## config.mk

```make
export PLATFORM = sky130hd
export DESIGN_NAME = fv_bank_cntl_flat
export DESIGN_NICKNAME = d
export VERILOG_FILES = /design/src/design/fv_cfg_pkg.sv /design/src/design/fv_msg_pkg.sv /design/src/design/fv_load_if.sv /design/src/design/fv_req_if.sv /design/src/design/fv_bank_cntl.sv /design/src/flat_wrapper.sv
export SDC_FILE = /design/constraint.sdc
export NUM_CORES = 1
export LEC_CHECK = 0
export ABC_AREA = 1
export BUFFER_PORTS_ARGS = -buffer_cell sky130_fd_sc_hd__buf_2
export CAP_MARGIN = 40
export CORE_AREA = 4 4 167 169
export CTS_BUF_LIST = sky130_fd_sc_hd__clkbuf_8
export CTS_CLUSTER_SIZE = 28
export DETAILED_ROUTE_END_ITERATION = 8
export DIE_AREA = 0 0 171 173
export SYNTH_ARGS = -nofsm -noshare
export SYNTH_HDL_FRONTEND = slang
export SYNTH_SLANG_ARGS = --single-unit
```

## constraint.sdc

```tcl
create_clock -name clk -period 2.3 [get_ports clk]
set_clock_uncertainty 0.05 [all_clocks]
set_input_delay 0.23 -clock clk [delete_from_list [all_inputs] [get_ports clk]]
set_output_delay 0.23 -clock clk [all_outputs]
set_load 0.02 [all_outputs]
```

## src/design/fv_cfg_pkg.sv

```systemverilog
//##################################################
// geometry of one feature-value bank and the vector
// types built from it, shared by RTL and testbench
//##################################################
package fv_cfg_pkg;

    // one line holds four 16-bit features
    localparam int feat_w         = 16;
    localparam int feats_per_line = 4;
    localparam int line_w         = feat_w * feats_per_line;

    // bank holds every node at its largest size
    localparam int num_nodes      = 32;
    localparam int max_lines      = 4;
    localparam int bank_depth     = num_nodes * max_lines;

    localparam int addr_w         = $clog2(bank_depth);
    localparam int node_w         = $clog2(num_nodes);
    localparam int line_idx_w     = $clog2(max_lines);

    // fv_num runs 1..16, so one extra bit over the log
    localparam int fv_num_w       = $clog2(max_lines * feats_per_line) + 1;
    localparam int tag_w          = 2;

    // bit position inside a serial word
    localparam int bit_cnt_w      = $clog2(line_w);

    typedef logic [line_w-1:0]     line_t;
    typedef logic [addr_w-1:0]     addr_t;
    typedef logic [node_w-1:0]     node_t;
    typedef logic [line_idx_w-1:0] line_idx_t;
    typedef logic [tag_w-1:0]      tag_t;

endpackage

```

## src/design/fv_msg_pkg.sv

```systemverilog
//##################################################
// edge opcode and controller state encodings
//##################################################
package fv_msg_pkg;

    // edge PE operation, one per handshake
    typedef enum logic {
        OP_READ  = 1'b0,
        OP_WRITE = 1'b1
    } fv_op_t;

    // bank controller states
    typedef enum logic [2:0] {
        ST_IDLE   = 3'd0,
        ST_LOAD   = 3'd1,
        ST_WRITE  = 3'd2,
        ST_READ   = 3'd3,
        ST_STREAM = 3'd4
    } bank_state_t;

endpackage

```

## src/design/fv_load_if.sv

```systemverilog
//##################################################
// deserialized load words, serial receiver to bank
// controller, with frame open and close markers
//##################################################
`timescale 1ns/10ps

interface fv_load_if;
    import fv_cfg_pkg::*;

    logic  frame_active;
    // one-cycle pulse, no back-pressure
    logic  word_valid;
    line_t word;
    logic  frame_done;

    modport rx (
        output frame_active,
        output word_valid,
        output word,
        output frame_done
    );

    modport cntl (
        input frame_active,
        input word_valid,
        input word,
        input frame_done
    );

endinterface

```

## src/design/fv_req_if.sv

```systemverilog
//##################################################
// accepted edge command, request port to controller,
// with the completion pulse going back
//##################################################
`timescale 1ns/10ps

interface fv_req_if;
    import fv_cfg_pkg::*;
    import fv_msg_pkg::*;

    logic      cmd_valid;
    fv_op_t    cmd_op;
    node_t     cmd_node;
    line_idx_t cmd_line;
    line_t     cmd_data;
    tag_t      cmd_tag;
    logic      cmd_done;

    modport port (
        output cmd_valid, cmd_op, cmd_node, cmd_line, cmd_data, cmd_tag,
        input  cmd_done
    );

    modport cntl (
        input  cmd_valid, cmd_op, cmd_node, cmd_line, cmd_data, cmd_tag,
        output cmd_done
    );

endinterface

```

## src/design/fv_bank_cntl.sv

```systemverilog
//##################################################
// bank controller, shares the SRAM between serial
// load, edge write, edge read and the node stream
//##################################################
`timescale 1ns/10ps

module fv_bank_cntl (
    input  logic                          clk,
    input  logic                          reset,
    input  logic                          stream_begin,
    input  logic [fv_cfg_pkg::fv_num_w-1:0] fv_num,
    fv_load_if.cntl                       load,
    fv_req_if.cntl                        cmd,
    output logic                          cen,
    output logic                          wen,
    output fv_cfg_pkg::addr_t             addr,
    output fv_cfg_pkg::line_t             wdata,
    input  fv_cfg_pkg::line_t             rdata,
    output logic                          sm_valid,
    output logic                          sm_sos,
    output logic                          sm_eos,
    output fv_cfg_pkg::addr_t             sm_addr,
    output fv_cfg_pkg::line_t             sm_data,
    output logic                          edge_valid,
    output logic                          edge_sos,
    output logic                          edge_eos,
    output fv_cfg_pkg::tag_t              edge_tag,
    output fv_cfg_pkg::line_t             edge_data,
    output logic                          available
);
    import fv_cfg_pkg::*;
    import fv_msg_pkg::*;

    bank_state_t           state;
    logic [line_idx_w:0]   lines_q;
    logic [line_idx_w:0]   lines_next;
    logic [line_idx_w:0]   line_cnt;
    logic [fv_num_w:0]     fv_sum;
    node_t                 node_cnt;
    addr_t                 load_addr;
    line_t                 load_data;
    logic                  wr_pend;
    logic                  last_line;
    logic                  rd_issue;
    logic                  rd_sos;
    logic                  rd_eos;
    addr_t                 rd_addr;
    // first pipeline stage, the cycle the SRAM is reading
    logic                  p1_valid;
    logic                  p1_edge;
    logic                  p1_sos;
    logic                  p1_eos;
    addr_t                 p1_addr;

    // lines per node, fv_num rounded up to whole lines
    assign fv_sum     = {1'b0, fv_num} + (fv_num_w + 1)'(feats_per_line - 1);
    assign lines_next = (line_idx_w + 1)'(fv_sum >> $clog2(feats_per_line));

    assign available = (state == ST_IDLE);
    assign last_line = (line_cnt == lines_q - 1'b1);

    always_comb begin
        rd_issue = 1'b0;
        rd_sos   = 1'b0;
        rd_eos   = 1'b0;
        rd_addr  = {node_cnt, line_cnt[line_idx_w-1:0]};
        if (state == ST_READ) begin
            rd_issue = (line_cnt != lines_q);
            rd_sos   = (line_cnt == '0);
            rd_eos   = last_line;
            rd_addr  = {cmd.cmd_node, line_cnt[line_idx_w-1:0]};
        end else if (state == ST_STREAM) begin
            rd_issue = 1'b1;
            rd_sos   = (line_cnt == '0) && (node_cnt == '0);
            rd_eos   = last_line && (node_cnt == node_t'(num_nodes - 1));
        end
    end

    // one SRAM access per cycle, load write first
    always_comb begin
        cen   = 1'b1;
        wen   = 1'b1;
        addr  = rd_addr;
        wdata = load_data;
        if (wr_pend) begin
            cen  = 1'b0;
            wen  = 1'b0;
            addr = load_addr;
        end else if (state == ST_WRITE) begin
            cen   = 1'b0;
            wen   = 1'b0;
            addr  = {cmd.cmd_node, cmd.cmd_line};
            wdata = cmd.cmd_data;
        end else if (rd_issue) begin
            cen = 1'b0;
        end
    end

    // write completes at once, a read ends with its eos beat
    assign cmd.cmd_done = (state == ST_WRITE) || edge_eos;

    always_ff @(posedge clk or negedge reset) begin
        if (!reset) begin
            state     <= ST_IDLE;
            lines_q   <= '0;
            line_cnt  <= '0;
            node_cnt  <= '0;
            load_addr <= '0;
            wr_pend   <= 1'b0;
        end else begin
            wr_pend <= load.word_valid;
            case (state)
                ST_IDLE: begin
                    line_cnt <= '0;
                    node_cnt <= '0;
                    if (load.frame_active) begin
                        state     <= ST_LOAD;
                        load_addr <= '0;
                    end else if (cmd.cmd_valid) begin
                        state   <= (cmd.cmd_op == OP_WRITE) ? ST_WRITE : ST_READ;
                        lines_q <= lines_next;
                    end else if (stream_begin) begin
                        state   <= ST_STREAM;
                        lines_q <= lines_next;
                    end
                end
                ST_LOAD: begin
                    if (wr_pend) load_addr <= load_addr + 1'b1;
                    if (load.frame_done) state <= ST_IDLE;
                end
                ST_WRITE: state <= ST_IDLE;
                ST_READ: begin
                    if (rd_issue) line_cnt <= line_cnt + 1'b1;
                    // hold until the port has seen the last beat
                    if (cmd.cmd_done) state <= ST_IDLE;
                end
                ST_STREAM: begin
                    if (last_line) begin
                        line_cnt <= '0;
                        node_cnt <= node_cnt + 1'b1;
                        if (rd_eos) state <= ST_IDLE;
                    end else begin
                        line_cnt <= line_cnt + 1'b1;
                    end
                end
                default: state <= ST_IDLE;
            endcase
        end
    end

    // load word is written the cycle after word_valid
    always_ff @(posedge clk) begin
        if (load.word_valid) load_data <= load.word;
    end

    // markers follow each read through the SRAM latency
    always_ff @(posedge clk or negedge reset) begin
        if (!reset) begin
            p1_valid   <= 1'b0;
            p1_edge    <= 1'b0;
            p1_sos     <= 1'b0;
            p1_eos     <= 1'b0;
            edge_valid <= 1'b0;
            edge_sos   <= 1'b0;
            edge_eos   <= 1'b0;
            sm_valid   <= 1'b0;
            sm_sos     <= 1'b0;
            sm_eos     <= 1'b0;
        end else begin
            p1_valid   <= rd_issue;
            p1_edge    <= (state == ST_READ);
            p1_sos     <= rd_sos;
            p1_eos     <= rd_eos;
            edge_valid <= p1_valid && p1_edge;
            edge_sos   <= p1_valid && p1_edge && p1_sos;
            edge_eos   <= p1_valid && p1_edge && p1_eos;
            sm_valid   <= p1_valid && !p1_edge;
            sm_sos     <= p1_valid && !p1_edge && p1_sos;
            sm_eos     <= p1_valid && !p1_edge && p1_eos;
        end
    end

    always_ff @(posedge clk) begin
        p1_addr   <= rd_addr;
        sm_addr   <= p1_addr;
        sm_data   <= rdata;
        edge_data <= rdata;
        edge_tag  <= cmd.cmd_tag;
    end

    // edge beats drain before the read state hands back the port
    a_edge_in_read: assert property (
        @(posedge clk) disable iff (!reset)
        edge_valid |-> (state == ST_READ)
    );

endmodule

```

## src/flat_wrapper.sv

```systemverilog
// flat-port wrapper written by rule: the top's interface ports become plain ports
module fv_bank_cntl_flat import fv_cfg_pkg::*; import fv_msg_pkg::*;
  (clk, reset, stream_begin, fv_num, cen, wen, addr, wdata, rdata, sm_valid, sm_sos, sm_eos, sm_addr, sm_data, edge_valid, edge_sos, edge_eos, edge_tag, edge_data, available, load_frame_active, load_word_valid, load_word, load_frame_done, cmd_cmd_valid, cmd_cmd_op, cmd_cmd_node, cmd_cmd_line, cmd_cmd_data, cmd_cmd_tag, cmd_cmd_done);
  fv_load_if load_i ();
  fv_req_if cmd_i ();
  input  logic clk;
  input  logic reset;
  input  logic stream_begin;
  input  logic [fv_cfg_pkg::fv_num_w-1:0] fv_num;
  output logic cen;
  output logic wen;
  output fv_cfg_pkg::addr_t addr;
  output fv_cfg_pkg::line_t wdata;
  input  fv_cfg_pkg::line_t rdata;
  output logic sm_valid;
  output logic sm_sos;
  output logic sm_eos;
  output fv_cfg_pkg::addr_t sm_addr;
  output fv_cfg_pkg::line_t sm_data;
  output logic edge_valid;
  output logic edge_sos;
  output logic edge_eos;
  output fv_cfg_pkg::tag_t edge_tag;
  output fv_cfg_pkg::line_t edge_data;
  output logic available;
  input wire logic [$bits(load_i.frame_active)-1:0] load_frame_active;
  input wire logic [$bits(load_i.word_valid)-1:0] load_word_valid;
  input wire logic [$bits(load_i.word)-1:0] load_word;
  input wire logic [$bits(load_i.frame_done)-1:0] load_frame_done;
  input wire logic [$bits(cmd_i.cmd_valid)-1:0] cmd_cmd_valid;
  input wire logic [$bits(cmd_i.cmd_op)-1:0] cmd_cmd_op;
  input wire logic [$bits(cmd_i.cmd_node)-1:0] cmd_cmd_node;
  input wire logic [$bits(cmd_i.cmd_line)-1:0] cmd_cmd_line;
  input wire logic [$bits(cmd_i.cmd_data)-1:0] cmd_cmd_data;
  input wire logic [$bits(cmd_i.cmd_tag)-1:0] cmd_cmd_tag;
  output wire logic [$bits(cmd_i.cmd_done)-1:0] cmd_cmd_done;
  assign load_i.frame_active = load_frame_active;
  assign load_i.word_valid = load_word_valid;
  assign load_i.word = load_word;
  assign load_i.frame_done = load_frame_done;
  assign cmd_i.cmd_valid = cmd_cmd_valid;
  assign cmd_i.cmd_op = cmd_cmd_op;
  assign cmd_i.cmd_node = cmd_cmd_node;
  assign cmd_i.cmd_line = cmd_cmd_line;
  assign cmd_i.cmd_data = cmd_cmd_data;
  assign cmd_i.cmd_tag = cmd_cmd_tag;
  assign cmd_cmd_done = cmd_i.cmd_done;
  fv_bank_cntl u_core (.clk(clk), .reset(reset), .stream_begin(stream_begin), .fv_num(fv_num), .load(load_i), .cmd(cmd_i), .cen(cen), .wen(wen), .addr(addr), .wdata(wdata), .rdata(rdata), .sm_valid(sm_valid), .sm_sos(sm_sos), .sm_eos(sm_eos), .sm_addr(sm_addr), .sm_data(sm_data), .edge_valid(edge_valid), .edge_sos(edge_sos), .edge_eos(edge_eos), .edge_tag(edge_tag), .edge_data(edge_data), .available(available));
endmodule
```

After elaboration in Yosys (flattened, before gate mapping)
Index checks and enable logic that the tools add are counted.
{"block": "word_totals", "register_bits": 176, "in_bits": 214, "out_inout_bits": 218, "elab_cells": 99}
{"block": "classes", "add_sub_neg": 5, "n_eq_ne": 15, "mux": 35, "n_bitwise": 1, "reduce_logical": 22}
{"operator": "$mux 64", "n": 2}
{"operator": "$mux 7", "n": 5}
{"operator": "$mux 3", "n": 11}
{"operator": "$pmux 7 s2", "n": 1}
{"operator": "$mux 1", "n": 12}
{"operator": "$pmux 3 s4", "n": 1}
{"operator": "$ne 2x1->1 const B", "n": 5}
{"operator": "$pmux 5 s2", "n": 1}
{"operator": "$pmux 3 s3", "n": 1}
{"operator": "$logic_and 1x1->1", "n": 8}
{"operator": "$add 7x1->7 const B", "n": 1}
{"operator": "$eq 3x2->1 const B", "n": 2}
{"operator": "$logic_not 3->1", "n": 2}
{"operator": "$reduce_and 3->1", "n": 2}
{"operator": "$reduce_bool 2->1", "n": 3}
{"operator": "$add 5x1->5 const B", "n": 1}
{"operator": "$add 5x2->5 const B", "n": 1}
{"operator": "$eq 5x5->1 const B", "n": 1}
{"operator": "$logic_not 5->1", "n": 1}
{"operator": "$mux 5", "n": 1}
{"operator": "$reduce_and 5->1", "n": 1}
{"operator": "$ne 2x2->1 const B", "n": 2}
{"operator": "$ne 4x2->1 const B", "n": 1}
{"operator": "$reduce_and 2->1", "n": 2}
{"operator": "10 further kinds", "n": 10}

Longest topological paths before layout
{"block": "logic_depth", "ltp_word": 8, "depth_mapped": 11, "ltp_nobuf": 11}

Least setup slack after synthesis
OpenSTA, ideal clock, no wires.
{"block": "synth_timing", "path_type": "flip-flop to output port", "startpoint": "register u_core.state[0]", "endpoint": "output port addr[0]", "arrival_time_ns": 1.448, "t_required_ns": 2.020, "path_slack_ns": 0.572, "stages_incl_launch_ff": 7, "path_buffers": 0, "cell_sequence": "dfrtp_1 -> nor2_2 -> nand2_2 -> inv_2 -> nor2_2 -> inv_1 -> o221ai_1"}
{"block": "synth_via", "elab_chain_len": 3}
{"item": "start: declaration", "line": "fv_bank_cntl.sv:34", "text": "bank_state_t state;"}
{"item": "start signal: assignment", "line": "fv_bank_cntl.sv:120", "text": "state <= (cmd.cmd_op == OP_WRITE) ? ST_WRITE : ST_READ;"}
{"item": "$eq 3x2->1", "line": "fv_bank_cntl.sv:89", "text": "end else if (state == ST_WRITE) begin"}
{"item": "$mux 7", "line": "fv_bank_cntl.sv:89"}
{"item": "$mux 7", "line": "fv_bank_cntl.sv:85", "text": "if (wr_pend) begin"}
{"item": "end: declaration", "line": "flat_wrapper.sv:12", "text": "output fv_cfg_pkg::addr_t addr;"}
No other way between the ends.

Worst setup path after layout
{"block": "layout_timing", "startpoint": "register u_core.state[0]", "endpoint": "output port wdata[31]"}
{"block": "layout_via", "elab_chain_len": 3}
{"item": "$eq 3x2->1", "line": "fv_bank_cntl.sv:89"}
{"item": "$mux 64", "line": "fv_bank_cntl.sv:89"}
{"item": "$mux 64", "line": "fv_bank_cntl.sv:85"}
{"item": "end: declaration", "line": "flat_wrapper.sv:13", "text": "output fv_cfg_pkg::line_t wdata;"}
No other way between the ends.

==> reports/summary.log <==
[status] status finished, final reports clean
[placed_design] Post-DP HPWL 18000 um
[placed_design] GPL Wtd Cong 0.905
[clock_network] Skew-Pair Late Insertion Delay 0.44 ns
[synthesis] async set or reset register ratio after synthesis 18.2%
[setup_path] Req. time, crit path 2.02 ns
[power_and_ir_drop] worst voltage drop across the vdd grid 0.322 mV
[layout] area grow syn2layout 59.8%
[floorplanning] count of boundary I/O pins 432
[layout] Nets 1409
[sta] Setup violations, final 0
[layout] FF/Latch Area 4330 sq um
[synthesis] EDFF count, synth 64
[setup_path] Worst Reg2Reg Path Length in Cells 9
[power_and_ir_drop] power density relative to cell area 802 nW/um^2
[layout] number of filler instances in the final layout 2612
[setup_path] worst-case register-to-register setup slack 0.60 ns
[floorplanning] Die X-Extent 171 um
[power_and_ir_drop] switching power summed over all nets 0.00325 W
[floorplanning] row cnt 60
[setup_path] nature of the critical path endpoint primary output
[sta] Final Hold Viols 0
[placed_design] number of buffers added on ports 431
[sta] Post-Route Setup TNS 0 ns
[sta] slew margin rel. 50.5%
[layout] most common library cell in the layout ignoring fill and taps buf_2
[sta] setup repair after global routing missed its margin true
[power_and_ir_drop] cell leakage power 5.44 nW
[floorplanning] Die Span Y 173 um
[power_and_ir_drop] net switching share of the total power 37.6%
[synthesis] dominant synthesized flop cell dfxtp_1
[sta] actual transition at the worst max-transition pin 0.743 ns
[sta] Fin Hold WS 0.0516 ns
[layout] Multi-input gate area 1700 sq um
[clock_network] clock tree buffer depth 2
[sta] post-layout min period 2.21 ns
[detailed_routing] WL/cell 15.8 um
[floorplanning] area of the die 29600 sq um
[synthesis] number of synthesized register bits 176
[global_route] total routing resource utilization after global routing 16.0%
[detailed_routing] routed vias 6351
[global_route] initial antenna violation count 1
[clock_network] TritonCTS clock tree built
[global_route] maximum number of pins on one net before global-route repair 37
[synthesis] number of distinct library cells after synthesis 35
[layout] final standard cell utilization of the core 40.6%
[detailed_routing] first drt pass iteration count 5
[layout] final non-filler cell total 1542
[clock_network] CTS Sinks 176
[detailed_routing] average vias per placed instance 4.12
[layout] proportion of layout cells with a drive suffix above 1 42.1%
[layout] commonest non-fill, non-tap cells in the layout 423 x buf_2, 263 x nand2_1, 138 x dlygate4sd3_1, 80 x dfxtp_1, 64 x edfxtp_1
[hold_path] worst hold path stage count 3
[layout] number of diodes added for antenna fixing 0
[detailed_routing] Routed met3 length 1500 um
[detailed_routing] First DRT Iteration DRCs 319
[detailed_routing] highest layer used for signal routing met4
[global_route] GRT Residual Overflow 0
[setup_path] crit path from u_core.state[0]
[synthesis] gate count after technology mapping 666
[global_route] vias in the first global route 6590
[placed_design] placed cells 1367
[hold_path] Min-Delay Endpoint u_core.p1_addr[5]
[sta] highest clock rate 453 MHz
[power_and_ir_drop] clock network fraction of total power 24.1%
[detailed_routing] met2 WL 12600 um
[synthesis] Seq/Total Area, Yosys 64.0%
[synthesis] netlist area before placement 6760 sq um
[setup_path] classification of the worst setup path flop to primary output
[flow_run] count of max-cap constraint violations 0
[clock_network] number of buffers created by CTS 17
[sta] Final Cycle Share 95.9%
[hold_path] hold path startpoint cmd_cmd_node[3]
[hold_path] type of the tightest min-delay check input pin to flop
[setup_path] worst r2r src u_core.lines_q[1]
[power_and_ir_drop] total power draw 0.00865 W
[sta] max-slew violation total from the final report 0
[power_and_ir_drop] Gate power share 32.9%
[floorplanning] starting density of the core 25.4%
[global_route] global-route wire length before repair 36800 um
[power_and_ir_drop] sequential share of power 43.0%
[setup_path] peak fanout along the critical path 34
[setup_path] crit start category flop
[detailed_routing] WL met1 9890 um
[detailed_routing] remaining design rule violation count 0
[clock_network] clock transition at the registers of the reported paths 0.11 ns
[detailed_routing] Total Wirelength 24400 um
[synthesis] Avg Inst Size Synth 10.1 sq um
[clock_network] H-tree lvl count 4
[clock_network] clock tree root buffer cell clkbuf_8
[setup_path] endpoint arrival time on the critical path 1.93 ns
[detailed_routing] residual antenna-violating net count after detailed routing 0
[synthesis] post-synthesis net count 887
[setup_path] FF-to-FF End u_core.node_cnt[1]
[power_and_ir_drop] internal power of the cells 0.00540 W
[synthesis] number of warnings issued by yosys 0
[floorplanning] core region area 26600 sq um
==> final cells by class <==
| type | instances | area share (%) |
|---|---|---|
| multi-input combinational | 366 | 15.8 |
| clock buffer | 17 | 2.17 |
| timing repair buffer | 582 | 34.9 |
| sequential | 176 | 40.1 |
| tap | 341 | 3.95 |
| clock inverter | 15 | 1.34 |
| inverter | 45 | 1.72 |
==> flip-flops by register name, summed over array words and instances (netlist names) <==
signal             cells
u_core.edge_eos        1
u_core.edge_sos        1
u_core.edge_tag        2
u_core.edge_valid      1
u_core.line_cnt        3
u_core.lines_q         3
u_core.load_addr       7
u_core.load_data      64
u_core.node_cnt        5
u_core.p1_addr         7
u_core.p1_edge         1
u_core.p1_eos          1
u_core.p1_sos          1
u_core.p1_valid        1
u_core.sm_addr         7
u_core.sm_data        64
u_core.sm_eos          1
u_core.sm_sos          1
u_core.sm_valid        1
u_core.state           3
u_core.wr_pend         1
==> timing repair <==
item | 4_1_cts | 5_1_grt
setup buffers | 1 | 1
endpoints found under the hold margin | 168 | 0
gates cloned | 2 | 1
pin swaps | 0 | 0
resized for setup | 8 | 20
hold buffers | 138 | 0
setup endpoints to repair | 65 | 60
==> power groups by stage <==
stage / registers (W) / clock network [W] / logic (W)
4_1_cts: 0.00371 / 0.00219 / 0.00282
3_3_place_gp: 0.00378 / 0 / 0.00251
5_1_grt: 0.00375 / 0.00232 / 0.00310
3_5_place_dp: 0.00378 / 0 / 0.00252
6_report: 0.00372 / 0.00209 / 0.00285
2_1_floorplan: 0.00386 / 0 / 0.00153
==> worst max path at each step <==
stage                            to  cells past startpoint
after floorplan             addr[0]                      6
after global placement    wdata[37]                      9
after detailed placement  wdata[31]                      9
after CTS                   addr[0]                      6
after global routing        addr[1]                      6
final                     wdata[31]                      8
==> routing by layer <==
metal / track usage [%] / up-vias
met5: 0 / -
met4: 4.36 / 0
met3: 3.50 / 30
met2: 28.1 / 281
met1: 19.7 / 2940
li1: - / 3100
==> worst max-delay path, stage by stage, from the launching register on <==
cell and delay, ns:
dfrtp_2 0.45, nor2_4 0.13, nand2_2 0.07, inv_2 0.08, nand2_4 0.12, buf_16 0.21, nand2_1 0.16, nand2_1 0.08
buf_2 0.16
==> cell families (layout without fill, tap and decap cells) <==
group                    count (synthesis)  count (layout)  synth area share, %
AO/OA/AOI/OAI                           31              31                 3.19
XOR/XNOR                                 7               7                0.908
adder cells (fa/ha/maj)                  7               7                 1.30
buffers and inverters                  124             659                 11.2
flip-flops                             176             176                 64.0
AND/OR/NAND/NOR                        321             321                 19.4
==> synthesized netlist by cell type (2+ instances only) <==
cell | count | share of area (%)
edfxtp_1 | 64 | 28
buf_2 | 8 | 0.59
buf_4 | 64 | 7.1
nand2_1 | 265 | 15
clkinv_1 | 2 | 0.11
o221ai_1 | 6 | 0.78
nor3_1 | 4 | 0.30
ha_1 | 7 | 1.3
nor2_2 | 2 | 0.19
o21ai_1 | 4 | 0.30
xnor2_1 | 4 | 0.52
dfrtp_1 | 32 | 12
buf_6 | 5 | 0.83
inv_2 | 3 | 0.17
nand3b_1 | 2 | 0.22
nand4_1 | 4 | 0.37
inv_1 | 39 | 2.2
nand2_4 | 2 | 0.33
nand2_2 | 3 | 0.28
dfxtp_1 | 80 | 24
o21ai_0 | 10 | 0.74
nor2_4 | 2 | 0.33
xor2_1 | 3 | 0.39
nand3_1 | 21 | 1.6
clkbuf_1 | 2 | 0.11
nor2_1 | 14 | 0.78
o22ai_1 | 2 | 0.19
o21ai_2 | 5 | 0.65
==> metrics by stage <==
stage / instance area [sq um] / setup WS (ns)
final: 10800 / 0.0941
after global routing: 10800 / -0.0444
after CTS: 10700 / -0.000690
after detailed placement: 8850 / 0.366
after global placement: 8850 / 0.392
after floorplan: 6760 / 0.572
Note: power is estimated with default switching activity, not from simulation.
