--- src/design/fv_cfg_pkg.sv ---
//##################################################
// geometry of one feature-value bank and the vector
// types built from it, shared by RTL and testbench
//##################################################
package fv_cfg_pkg;

    // one line holds four 16-bit features
    localparam int feat_w         = 16;
    localparam int feats_per_line = 4;
    localparam int line_w         = feat_w * feats_per_line;

    // bank holds every node at its largest size
    localparam int num_nodes      = 32;
    localparam int max_lines      = 4;
    localparam int bank_depth     = num_nodes * max_lines;

    localparam int addr_w         = $clog2(bank_depth);
    localparam int node_w         = $clog2(num_nodes);
    localparam int line_idx_w     = $clog2(max_lines);

    // fv_num runs 1..16, so one extra bit over the log
    localparam int fv_num_w       = $clog2(max_lines * feats_per_line) + 1;
    localparam int tag_w          = 2;

    // bit position inside a serial word
    localparam int bit_cnt_w      = $clog2(line_w);

    typedef logic [line_w-1:0]     line_t;
    typedef logic [addr_w-1:0]     addr_t;
    typedef logic [node_w-1:0]     node_t;
    typedef logic [line_idx_w-1:0] line_idx_t;
    typedef logic [tag_w-1:0]      tag_t;

endpackage

--- src/design/fv_msg_pkg.sv ---
//##################################################
// edge opcode and controller state encodings
//##################################################
package fv_msg_pkg;

    // edge PE operation, one per handshake
    typedef enum logic {
        OP_READ  = 1'b0,
        OP_WRITE = 1'b1
    } fv_op_t;

    // bank controller states
    typedef enum logic [2:0] {
        ST_IDLE   = 3'd0,
        ST_LOAD   = 3'd1,
        ST_WRITE  = 3'd2,
        ST_READ   = 3'd3,
        ST_STREAM = 3'd4
    } bank_state_t;

endpackage

--- src/design/fv_req_if.sv ---
//##################################################
// accepted edge command, request port to controller,
// with the completion pulse going back
//##################################################
`timescale 1ns/10ps

interface fv_req_if;
    import fv_cfg_pkg::*;
    import fv_msg_pkg::*;

    logic      cmd_valid;
    fv_op_t    cmd_op;
    node_t     cmd_node;
    line_idx_t cmd_line;
    line_t     cmd_data;
    tag_t      cmd_tag;
    logic      cmd_done;

    modport port (
        output cmd_valid, cmd_op, cmd_node, cmd_line, cmd_data, cmd_tag,
        input  cmd_done
    );

    modport cntl (
        input  cmd_valid, cmd_op, cmd_node, cmd_line, cmd_data, cmd_tag,
        output cmd_done
    );

endinterface

--- src/design/fv_req_port.sv ---
//##################################################
// four-phase req/ack front end for one edge PE,
// holds the command until the controller finishes
//##################################################
`timescale 1ns/10ps

module fv_req_port (
    input  logic                  clk,
    input  logic                  reset,
    input  logic                  req,
    input  fv_msg_pkg::fv_op_t    op,
    input  fv_cfg_pkg::node_t     node_id,
    input  fv_cfg_pkg::line_idx_t line_idx,
    input  fv_cfg_pkg::line_t     wr_data,
    input  fv_cfg_pkg::tag_t      pe_tag,
    output logic                  ack,
    fv_req_if.port                cmd
);

    typedef enum logic [1:0] {
        P_WAIT = 2'd0,
        P_HOLD = 2'd1,
        P_ACK  = 2'd2
    } port_state_t;

    port_state_t state;

    assign cmd.cmd_valid = (state == P_HOLD);
    assign ack           = (state == P_ACK);

    always_ff @(posedge clk or negedge reset) begin
        if (!reset) begin
            state <= P_WAIT;
        end else begin
            case (state)
                P_WAIT:  if (req) state <= P_HOLD;
                P_HOLD:  if (cmd.cmd_done) state <= P_ACK;
                // ack falls the cycle after req drops
                P_ACK:   if (!req) state <= P_WAIT;
                default: state <= P_WAIT;
            endcase
        end
    end

    // command fields, captured on acceptance
    always_ff @(posedge clk) begin
        if (state == P_WAIT && req) begin
            cmd.cmd_op   <= op;
            cmd.cmd_node <= node_id;
            cmd.cmd_line <= line_idx;
            cmd.cmd_data <= wr_data;
            cmd.cmd_tag  <= pe_tag;
        end
    end

    // PE keeps req up until it sees ack
    a_req_held: assert property (
        @(posedge clk) disable iff (!reset)
        (state == P_HOLD) |-> req
    );

endmodule

--- src/flat_wrapper.sv ---
// flat-port wrapper written by rule: the top's interface ports become plain ports
module fv_req_port_flat 
  (clk, reset, req, op, node_id, line_idx, wr_data, pe_tag, ack, cmd_cmd_valid, cmd_cmd_op, cmd_cmd_node, cmd_cmd_line, cmd_cmd_data, cmd_cmd_tag, cmd_cmd_done);
  fv_req_if cmd_i ();
  input  logic clk;
  input  logic reset;
  input  logic req;
  input  fv_msg_pkg::fv_op_t op;
  input  fv_cfg_pkg::node_t node_id;
  input  fv_cfg_pkg::line_idx_t line_idx;
  input  fv_cfg_pkg::line_t wr_data;
  input  fv_cfg_pkg::tag_t pe_tag;
  output logic ack;
  output wire logic [$bits(cmd_i.cmd_valid)-1:0] cmd_cmd_valid;
  output wire logic [$bits(cmd_i.cmd_op)-1:0] cmd_cmd_op;
  output wire logic [$bits(cmd_i.cmd_node)-1:0] cmd_cmd_node;
  output wire logic [$bits(cmd_i.cmd_line)-1:0] cmd_cmd_line;
  output wire logic [$bits(cmd_i.cmd_data)-1:0] cmd_cmd_data;
  output wire logic [$bits(cmd_i.cmd_tag)-1:0] cmd_cmd_tag;
  input wire logic [$bits(cmd_i.cmd_done)-1:0] cmd_cmd_done;
  assign cmd_cmd_valid = cmd_i.cmd_valid;
  assign cmd_cmd_op = cmd_i.cmd_op;
  assign cmd_cmd_node = cmd_i.cmd_node;
  assign cmd_cmd_line = cmd_i.cmd_line;
  assign cmd_cmd_data = cmd_i.cmd_data;
  assign cmd_cmd_tag = cmd_i.cmd_tag;
  assign cmd_i.cmd_done = cmd_cmd_done;
  fv_req_port u_core (.clk(clk), .reset(reset), .req(req), .op(op), .node_id(node_id), .line_idx(line_idx), .wr_data(wr_data), .pe_tag(pe_tag), .ack(ack), .cmd(cmd_i));
endmodule
--- config.mk ---
export PLATFORM = sky130hd
export DESIGN_NAME = fv_req_port_flat
export DESIGN_NICKNAME = d
export VERILOG_FILES = /design/src/design/fv_cfg_pkg.sv /design/src/design/fv_msg_pkg.sv /design/src/design/fv_req_if.sv /design/src/design/fv_req_port.sv /design/src/flat_wrapper.sv
export SDC_FILE = /design/constraint.sdc
export NUM_CORES = 1
export LEC_CHECK = 0
export ABC_AREA = 1
export BUFFER_PORTS_ARGS = -buffer_cell sky130_fd_sc_hd__buf_2
export CAP_MARGIN = 20
export CORE_ASPECT_RATIO = 1.5
export CORE_MARGIN = 5
export CORE_UTILIZATION = 41
export CTS_BUF_LIST = sky130_fd_sc_hd__clkbuf_16
export CTS_CLUSTER_SIZE = 20
export DETAILED_ROUTE_END_ITERATION = 10
export PLACE_DENSITY = 0.79
export SYNTH_ARGS = -nofsm -noshare
export SYNTH_HDL_FRONTEND = slang
export SYNTH_SLANG_ARGS = --single-unit
export TNS_END_PERCENT = 100
--- constraint.sdc ---
create_clock -name clk -period 3.34 [get_ports clk]
set_input_delay 0.835 -clock clk [delete_from_list [all_inputs] [get_ports clk]]
set_output_delay 0.835 -clock clk [all_outputs]
set_load 0.02 [all_outputs]
Word level (Yosys, flattened, before mapping)

Index checks and enable logic that the tools add are counted.

Output and inout bits: 76
Logic and storage cells: 18
Flip-flop bits (word level): 76
Bits of input ports: 78

Mux-type cells: 4
Reductions and logical operators: 3
Eq/ne operators: 5

Operators by type and width:

| kind                                                                  | number |
|---|---|
| 2-bit 2-to-1 mux                                                      | 3 |
| 2-bit case mux with 3 select lines                                    | 1 |
| 2-bit != test, second input constant                                  | 2 |
| 3-bit AND reduction                                                   | 1 |
| 2-bit by 1-bit equality test with 1-bit output, second input constant | 1 |
| 2-bit equality test, second input constant                            | 1 |
| 2-bit logical NOT                                                     | 1 |
| 2-bit by 1-bit != test with 1-bit output, second input constant       | 1 |
| 1-bit logical AND                                                     | 1 |

Longest topological paths before layout

Gate-level depths: netlist of the first run.

Word-level depth: 3
Gate-level depth with buffers: 3
Mapped depth without buffers: 3

Least setup slack after synthesis of the first run

No wires, ideal clock.

Path type: input to register
Start point: input req
End point: register u_core.cmd.cmd_data[0] (enable)
Slack: 577 ps
Stages: 2
Library setup time: 428 ps
Path buffers: 0
Data arrival time: 2335 ps
Path through: nand2_1 inv_1

Cells in the longest elaborated chain, start to end: 1

Ends and longest elaborated chain:

| element                | line              | text |
|---|---|---|
| start: declaration     | flat_wrapper.sv:7 | `input logic req;` |
| 1-bit logical AND      | fv_req_port.sv:47 | `if (state == P_WAIT && req) begin` |
| end signal: assignment | fv_req_port.sv:51 | `cmd.cmd_data <= wr_data;` |
| end: declaration       | fv_req_if.sv:20   | `output cmd_valid, cmd_op, cmd_node, cmd_line, cmd_data, cmd_tag,` |

Every way passes these cells.
A chain may end at the register's enable or synchronous reset.

Worst setup path in the final report of the first run

Start point: register u_core.state[1]
End point: output ack

Cells in the longest elaborated chain, start to end: 1

Ends and longest elaborated chain:

| element                  | line               | text |
|---|---|---|
| start: declaration       | fv_req_port.sv:26  | `port_state_t state;` |
| start signal: assignment | fv_req_port.sv:33  | `state <= P_WAIT;` |
| start signal: assignment | fv_req_port.sv:36  | `P_WAIT: if (req) state <= P_HOLD;` |
| start signal: assignment | fv_req_port.sv:37  | `P_HOLD: if (cmd.cmd_done) state <= P_ACK;` |
| 2-bit equality test      | fv_req_port.sv:29  | `assign ack = (state == P_ACK);` |
| end: declaration         | flat_wrapper.sv:13 | `output logic ack;` |

Every way passes these cells.

==> results_dict.tcl, run 1 <==
set metrics [dict create \
    run_status "completed" \
    yosys-mux-area-fraction_pct 0 \
    power.leakage_nw 1.54 \
    crit_path_max_fanout 4 \
    crit_type "reg2out" \
    num_clock_sinks 76 \
    crit_slowest_cell "dfrtp_1" \
    synth_area_per_cell_um2 26.1 \
    drc 0 \
    dr.first_iter.drc_count 114 \
    die-area_um2 7310 \
    first_pass_iters 4 \
    vias_per_instance 4.38 \
    wirelength_mm 5.31 \
    edff_count_synth 74 \
    grt-ovfl-total 0 \
    totalPowerFinal_mw 3.06 \
    maxClockFrequency_ghz 0.529 \
    num_rows 33 \
    min_delay_path_class "in2async" \
    n_antenna_cell 0 \
    top_level_ports 154 \
    critPathRequiredTime_ps 2500 \
    synth_most_common_cell "edfxtp_1" \
    cts.reportedPaths.clkPinSlew_ps 50 \
    drive_above_1_share_pct 65.5 \
    synthDominantAreaCellType "edfxtp_1" \
    grt_start_max_net_pins 47 \
    antenna_violations_before_repair 0 \
    synth.yosys.seq_area_share_pct 97.7 \
    setup_tns_ps 0 \
    dp_hpwl_mm 4.08 \
    gp_congestion 0.687 \
    non_filler_cells_in_the_finished_layout 328 \
    cts_hold_bufs 0 \
    cts_resized 0 \
    num-fill-cells 397 \
    finalCriticalPeriod_ps 1890 \
    synthSimpleGateAreaFrac_pct 1.61 \
    critical_path.cell_chain "inv_1 > nor2_1 > buf_2" \
    cp_slowest_stage_delay_ps 390 \
    rsz0062_at_grt "false" \
    whs_ps 292 \
    gate_count_post_synth 89 \
    seq_area_um2 2270 \
    number_of_register_bits_inferred_by_synthesis 76 \
    clock_tree.root_cell "clkbuf_16" \
    synth_top_flop_cell "edfxtp_1" \
    worst_ep_arrival_time_ps 1050 \
    max-slew-margin-rel_pct 59.5 \
    hold_violations 0 \
    clock_path_buffers 2 \
    syn2layout_area_growth_pct 51.7 \
    die_w_um 71.5 \
    p_per_area_nw_per_um2 868 \
    clock_tree_from_tritoncts "built" \
    final-max-slew-violation-count 0 \
    synth.yosys.warnings 0 \
    mappedNetlistNets 167 \
    synth_compound_area_share_pct 0 \
    timing.max_cap.violations 0 \
    crit_path_end_kind "primary output" \
    synth_top_cells_by_count "edfxtp_1, inv_1, nand2_1, nand3_1, nor2_1" \
    avgRoutedWirePerCell_um 16.2 \
    netlist_area_um2 2320 \
    vdd.ir_drop.worst_mv 0.576 \
    grt_first_pass_wirelength_mm 7.76 \
    grt_use_total_pct 14.9 \
    final-setup-viol-count 0 \
    post-synth-top-area-fraction_pct 95.6 \
    cts_buffers 9 \
    main_combinational_cell_family_by_area_after_synthesis "simple AND/OR/NAND/NOR gates" \
    setup.worst_path.start_class "register" \
    synth_cell_types 6 \
    placeableCoreArea_um2 5490 \
    port-buffer-count 153 \
    numPlacedInstances 313 \
    tightestPinTransition_ps 607 \
    total_number_of_nets_in_the_final_design 332 \
    initial_utilization_pct 42.3 \
    fp.dieH_um 102 \
    via_count 1437 \
    first_global_vias 1559 \
    multi_input_area_um2 37.5 \
    worst_skew_pair.late_latency_ps 320 \
    finalCritPeriodShare_pct 56.6 \
    yosys.area_share.xor_xnor_pct 0 \
    area_share_of_fa_ha_maj_cells_after_synthesis_pct 0 \
    postCtsSetupRepairBufs 0 \
    setup_skew_ps 5.67 \
    antenna_violating_nets_remaining 0 \
    async_reset_ff_share_pct 2.63 \
    synthTopCellsByArea "edfxtp_1, dfrtp_1, nand3_1" \
    cts-htree-levels 3 \
]
[logic make-up after synthesis]
kind of cell,Yosys count
flops,76
simple gates,9
buf+inv,4
[placed cells by master (no fill, tap or decap)]
cell type  instances
clkbuf_16          9
bufinv_16          3
nor2_1             3
nand3_1            3
inv_1              3
buf_2            153
clkinv_2           2
nand2_1            3
clkinv_1           1
buf_12             1
edfxtp_1          74
dfrtp_1            2
inv_2              1
[area by class of cell]
type | count | area share (%)
clock buffers | 9 | 6.39
clock inverters | 6 | 2.94
inverters | 4 | 0.426
multi-input cells | 9 | 1.06
flip-flops and latches | 76 | 64.4
well taps | 70 | 2.48
repair buffers | 154 | 22.3
[critical path: cells and delay by family, from the launching register on]
kind	cells	cell delay, ps
buf+inv	2	250
flops	1	390
simple gates	1	100
[power by group]
part           switching, mW  internal [mW]
sequential            0.0496           1.31
combinational          0.463          0.182
clock                  0.332          0.719
[routing by layer]
layer  up-vias  track usage, %  share of wire, %  routed length [µm]
li1        675               -                 -                   -
met5         -               0                 0                   0
met3        12            5.41               8.4                 445
met1       677            14.6                31                1630
met4         0            9.84               2.9                 153
met2        73            26.1                58                3080
[sequential cells by signal, indices dropped and copies added, names as in the netlist]
register,flops
u_core.cmd.cmd_data,64
u_core.cmd.cmd_line,2
u_core.cmd.cmd_node,5
u_core.cmd.cmd_op,1
u_core.cmd.cmd_tag,2
u_core.state,2
[path summary, 6_finish.rpt]
path	depth (start not counted)	slack, ps	startpoint	endpoint
worst max-delay path	3	1450	u_core.state[1]	ack
worst min-delay path	1	290	reset	u_core.state[1]
worst max register to register	4	1610	u_core.state[0]	u_core.cmd.cmd_data[47]
worst min register to register	2	580	u_core.state[0]	u_core.state[1]
min in group clk	2	580	u_core.state[0]	u_core.state[1]
max in group asynchronous	1	2950	reset	u_core.state[0]
[stage by stage]
stage	cell area, µm²	utilization, %	setup slack (ps)
floorplan	2320	-	577
CTS	3530	64.2	1440
global placement	3200	58.2	1230
global route	3530	64.2	1360
detailed placement	3200	58.2	1190
finish	3530	64.2	1450
Note: power is estimated with default switching activity, not from simulation.
==> run 2, diff against run 1 <==
CORE_UTILIZATION = 37   (was 41)
PLACE_DENSITY = 0.75   (was 0.79)
clock period = 1.6 ns   (was 3.34 ns; I/O delays follow)
==> results_dict.tcl, run 2 (synthesis gave the netlist of run 1 again) <==
set metrics [dict create \
    run_status "completed" \
    maxClockFrequency_ghz 0.694 \
    clock_power_share_pct 31.1 \
    grt_first_pass_wirelength_mm 7.55 \
    setup_skew_ps 4.65 \
    power.combinational.fraction_pct 22.7 \
    wirelength_mm 5.25 \
    totalPowerFinal_mw 6.16 \
    worst_skew_pair.late_latency_ps 320 \
    cts-htree-levels 3 \
    power.switching_mw 1.79 \
    critical_path.cell_chain "inv_1 > nor2_1 > buf_2" \
    top_level_ports 154 \
    final-max-slew-violation-count 0 \
    power.sequential.fraction_pct 46.2 \
    power.leakage_nw 1.53 \
    gp_congestion 0.783 \
    crit-reg2reg-launch "u_core.state[1]" \
    tightestPinTransition_ps 257 \
    hold_path_depth 1 \
    rsz0062_at_grt "false" \
    grt_start_max_net_pins 30 \
    die-area_um2 8000 \
    regToRegSetupSlack_ps 240 \
    cts_resized 0 \
    setup_tns_ps 0 \
    crit-reg2reg-capture "u_core.cmd.cmd_data[16]" \
    finalCriticalPeriod_ps 1440 \
    largest_registers "u_core.cmd.cmd_data: 64 flops, u_core.cmd.cmd_node: 5 flops" \
    first_pass_iters 4 \
    dr.first_iter.drc_count 79 \
    vdd.ir_drop.worst_mv 1.10 \
    antenna_violating_nets_remaining 0 \
    num_clock_sinks 76 \
    hold_violations 0 \
    vias_per_instance 4.27 \
    via_count 1432 \
    num_rows 35 \
    crit_type "reg2out" \
    initial_utilization_pct 37.9 \
    grt_use_total_pct 13.1 \
    layout.cells.most_common_list "buf_2, edfxtp_1, clkbuf_16" \
    placeableCoreArea_um2 6130 \
    clock_tree_from_tritoncts "built" \
    timing.max_cap.violations 0 \
    p_per_area_nw_per_um2 1740 \
    hold_path.startpoint "wr_data[10]" \
    min_to "u_core.cmd.cmd_data[10]" \
    registers.top_by_ff_count "u_core.cmd.cmd_data" \
    power_switching_share_pct 29.1 \
    num-fill-cells 496 \
    setup.worst_path.start_class "register" \
    fp.dieH_um 107 \
    n_antenna_cell 0 \
    max-slew-margin-rel_pct 82.9 \
    finalCritPeriodShare_pct 90.0 \
    clock_path_buffers 2 \
    syn2layout_area_growth_pct 52.0 \
    final-setup-viol-count 0 \
    crit_path_max_fanout 4 \
    dp_hpwl_mm 4.21 \
    min_delay_path_class "in2reg" \
    timing.reg2reg.worst_path_depth 4 \
    die_w_um 74.7 \
    cp_slowest_stage_delay_ps 390 \
    largest_reg_flops 64 \
    cts_buffers 9 \
    first_global_vias 1566 \
    drive_above_1_share_pct 65.9 \
    internal_power_mw 4.37 \
    crit_path_end_kind "primary output" \
    antenna_violations_before_repair 0 \
    worst_ep_arrival_time_ps 1040 \
    clock_tree.root_cell "clkbuf_16" \
    avgRoutedWirePerCell_um 15.7 \
    total_number_of_nets_in_the_final_design 335 \
    cts.reportedPaths.clkPinSlew_ps 60 \
    drc 0 \
    crit_slowest_cell "dfrtp_1" \
    critPathRequiredTime_ps 1200 \
    grt-ovfl-total 0 \
    port-buffer-count 153 \
    mostFrequentLayoutCell "buf_2" \
]
==> run 2: cell types whose count changed in the layout (fill, tap and decap cells not counted), sizes merged <==
cell / delta
bufinv: -2
buf: +2
clkinvlp: +2
dlygate4sd3: +1
==> run 2: critical path: cells and delay by family (launching register included) <==
kind,cells,cell delay (ps)
buffers and inverters,2,250
DFF,1,390
and+or+nand+nor,1,80
==> run 2: cell type report <==
cell class                      count  area, µm²  share of cell area (%)
Tap cell                           74       92.6                    2.62
Clock buffer                        9        225                    6.37
Sequential cell                    76       2270                    64.3
Multi-Input combinational cell      9       37.5                    1.06
Timing Repair Buffer              157        823                    23.3
Inverter                            4       18.8                   0.531
Clock inverter                      6       65.1                    1.84
==> run 2: per-layer routing <==
metal,up-vias,track usage (%),wire length [µm]
li1,679,-,-
met1,651,14.3,1900
met2,90,21.0,2700
met3,12,5.35,547
met4,0,7.25,103
met5,-,0,0
==> run 2: worst max-delay path by stage <==
stage                     from  depth (start not counted)                 endpoint
2_1_floorplan  u_core.state[0]                          3   u_core.cmd.cmd_data[0]
3_3_place_gp   u_core.state[1]                          4  u_core.cmd.cmd_data[58]
3_5_place_dp   u_core.state[1]                          4   u_core.cmd.cmd_data[4]
4_1_cts        u_core.state[1]                          3                      ack
5_1_grt        u_core.state[1]                          3                      ack
6_report       u_core.state[1]                          3                      ack
==> run 2: stage by stage <==
stage	std cells	hold WS (ps)	area [µm²]	setup slack (ps)	util, %
floorplan	89	104	2330	-399	-
global placement	319	186	3230	252	52.8
detailed placement	319	191	3230	242	52.8
CTS	335	240	3530	149	57.7
global route	335	236	3530	78.9	57.7
finish	335	253	3530	160	57.7
==> run 2: what timing repair did <==
| action | CTS | global route |
|---|---|---|
| hold endpoints to repair | 2 | 0 |
| buffers inserted | 0 | 0 |
| hold buffers | 1 | 0 |
==> run 2: power by group through the flow <==
stage                     combinational (mW)  clock (mW)  sequential, mW
after global placement                  1.41           0            2.87
after detailed placement                1.42           0            2.89
after CTS                               1.43        1.97            2.85
final                                   1.40        1.92            2.85
after global routing                    1.49        2.08            2.89
after floorplan                        0.269           0            3.42
==> run 3, diff against run 2 <==
BUFFER_PORTS_ARGS = default   (was -buffer_cell sky130_fd_sc_hd__buf_2)
CORE_UTILIZATION = 54   (was 37)
DONT_BUFFER_PORTS = 1   (was default)
PLACE_DENSITY = 0.72   (was 0.75)
==> results_dict.tcl, run 3 (synthesis gave the netlist of run 1 again) <==
set metrics [dict create \
    run_status "completed" \
    multi_input_area_um2 37.5 \
    worst_skew_pair.late_latency_ps 310 \
    crit_path_max_fanout 5 \
    wirelength_mm 4.19 \
    port-buffer-count 0 \
    syn2layout_area_growth_pct 16.1 \
    crit_path_end_kind "primary output" \
    min_delay_path_class "in2reg" \
    tightestPinTransition_ps 382 \
    cts_resized 0 \
    via_count 919 \
    die_w_um 63.6 \
    largest_registers "u_core.cmd.cmd_data: 64 flops, u_core.cmd.cmd_node: 5 flops" \
    max-slew-margin-rel_pct 74.4 \
    vdd.ir_drop.worst_mv 1.75 \
    placeableCoreArea_um2 4210 \
    finalCriticalPeriod_ps 1490 \
    top_level_ports 154 \
    dp_hpwl_mm 3.22 \
    clock_tree_from_tritoncts "built" \
    drive_above_1_share_pct 16.7 \
    n_antenna_cell 0 \
    totalPowerFinal_mw 5.64 \
    initial_utilization_pct 55.2 \
    grt_start_max_net_pins 26 \
    registers.top_by_ff_count "u_core.cmd.cmd_data" \
    worst_ep_arrival_time_ps 1090 \
    dr.first_iter.drc_count 41 \
    cts_buffers 9 \
    mostFrequentLayoutCell "edfxtp_1" \
    vias_per_instance 5.97 \
    final-setup-viol-count 0 \
    gp_congestion 0.643 \
    largest_reg_flops 64 \
    p_per_area_nw_per_um2 2090 \
    num-fill-cells 270 \
    seq_area_um2 2270 \
    non_filler_cells_in_the_finished_layout 154 \
    cts-htree-levels 3 \
    fin_util_pct 64.1 \
    setup.worst_path.start_class "register" \
    fp.dieH_um 90.4 \
    layout.cells.most_common_list "edfxtp_1, clkbuf_16" \
    timing.max_cap.violations 0 \
    clock_tree.root_cell "clkbuf_16" \
    first_pass_iters 4 \
    cts.reportedPaths.clkPinSlew_ps 50 \
    hold_violations 0 \
    die-area_um2 5740 \
    setup_tns_ps 0 \
    num_clock_sinks 76 \
    rsz0062_at_grt "false" \
    total_number_of_nets_in_the_final_design 182 \
    setup_skew_ps 3.17 \
    grt-ovfl-total 0 \
    grt_use_total_pct 14.5 \
    num_rows 29 \
    first_global_vias 966 \
    clock_path_buffers 2 \
    antenna_violating_nets_remaining 0 \
    drc 0 \
    grt_first_pass_wirelength_mm 5.78 \
    finalCritPeriodShare_pct 93.1 \
    maxClockFrequency_ghz 0.671 \
    critPathRequiredTime_ps 1200 \
    numPlacedInstances 138 \
    power.leakage_nw 0.914 \
    antenna_violations_before_repair 5 \
    avgRoutedWirePerCell_um 27.2 \
    crit_type "reg2out" \
    final-max-slew-violation-count 0 \
]
run 3: layer usage:
layer	global-route usage, %	share of wire [%]	vias to the layer above
met5	0	1.5	-
met4	7.80	1.6	10
met3	12.5	13	14
met2	23.2	56	75
met1	11.7	28	443
li1	-	-	377
run 3: worst paths after layout:
path / startpoint / to / slack (ps) / depth (start not counted)
max in group asynchronous: reset / u_core.state[1] / 1160 / 1
worst min-delay path: wr_data[39] / u_core.cmd.cmd_data[39] / 180 / 0
worst max register to register: u_core.state[1] / u_core.cmd.cmd_data[52] / 260 / 4
worst min register to register: u_core.state[0] / u_core.state[0] / 580 / 2
worst max-delay path: u_core.state[0] / cmd_cmd_valid / 110 / 2
min in group asynchronous: reset / u_core.state[0] / 310 / 1
run 3: critical path, cell delays in order, from the launching register on:
cell     delay (ps)
dfrtp_1         400
inv_1            70
nor2_1          310
run 3: layout make-up:
cell class / instances / share of cell area [%]
Multi-Input combinational cell: 9 / 1.39
Inverter: 4 / 0.695
Sequential cell: 76 / 84.2
Clock buffer: 9 / 8.34
Timing Repair Buffer: 4 / 1.20
Clock inverter: 6 / 2.09
Tap cell: 46 / 2.13
run 3: power by group:
part / internal, mW / leakage [nW] / switching [mW]
logic: 0.0627 / 0.0549 / 0.310
registers: 2.78 / 0.721 / 0.643
clock network: 1.18 / 0.138 / 0.659
total: 4.03 / 0.914 / 1.61
run 3: what timing repair did:
| item | CTS | global route |
|---|---|---|
| endpoints found under the hold margin | 2 | 0 |
| setup buffers | 0 | 0 |
| hold buffers | 1 | 0 |
run 3: stage by stage:
step | setup WS (ps) | hold slack (ps) | area [µm²]
floorplan | -399 | 104 | 2330
global placement | 300 | 104 | 2410
detailed placement | 263 | 104 | 2410
CTS | 88.0 | 165 | 2700
global route | 34.2 | 161 | 2700
finish | 110 | 176 | 2700
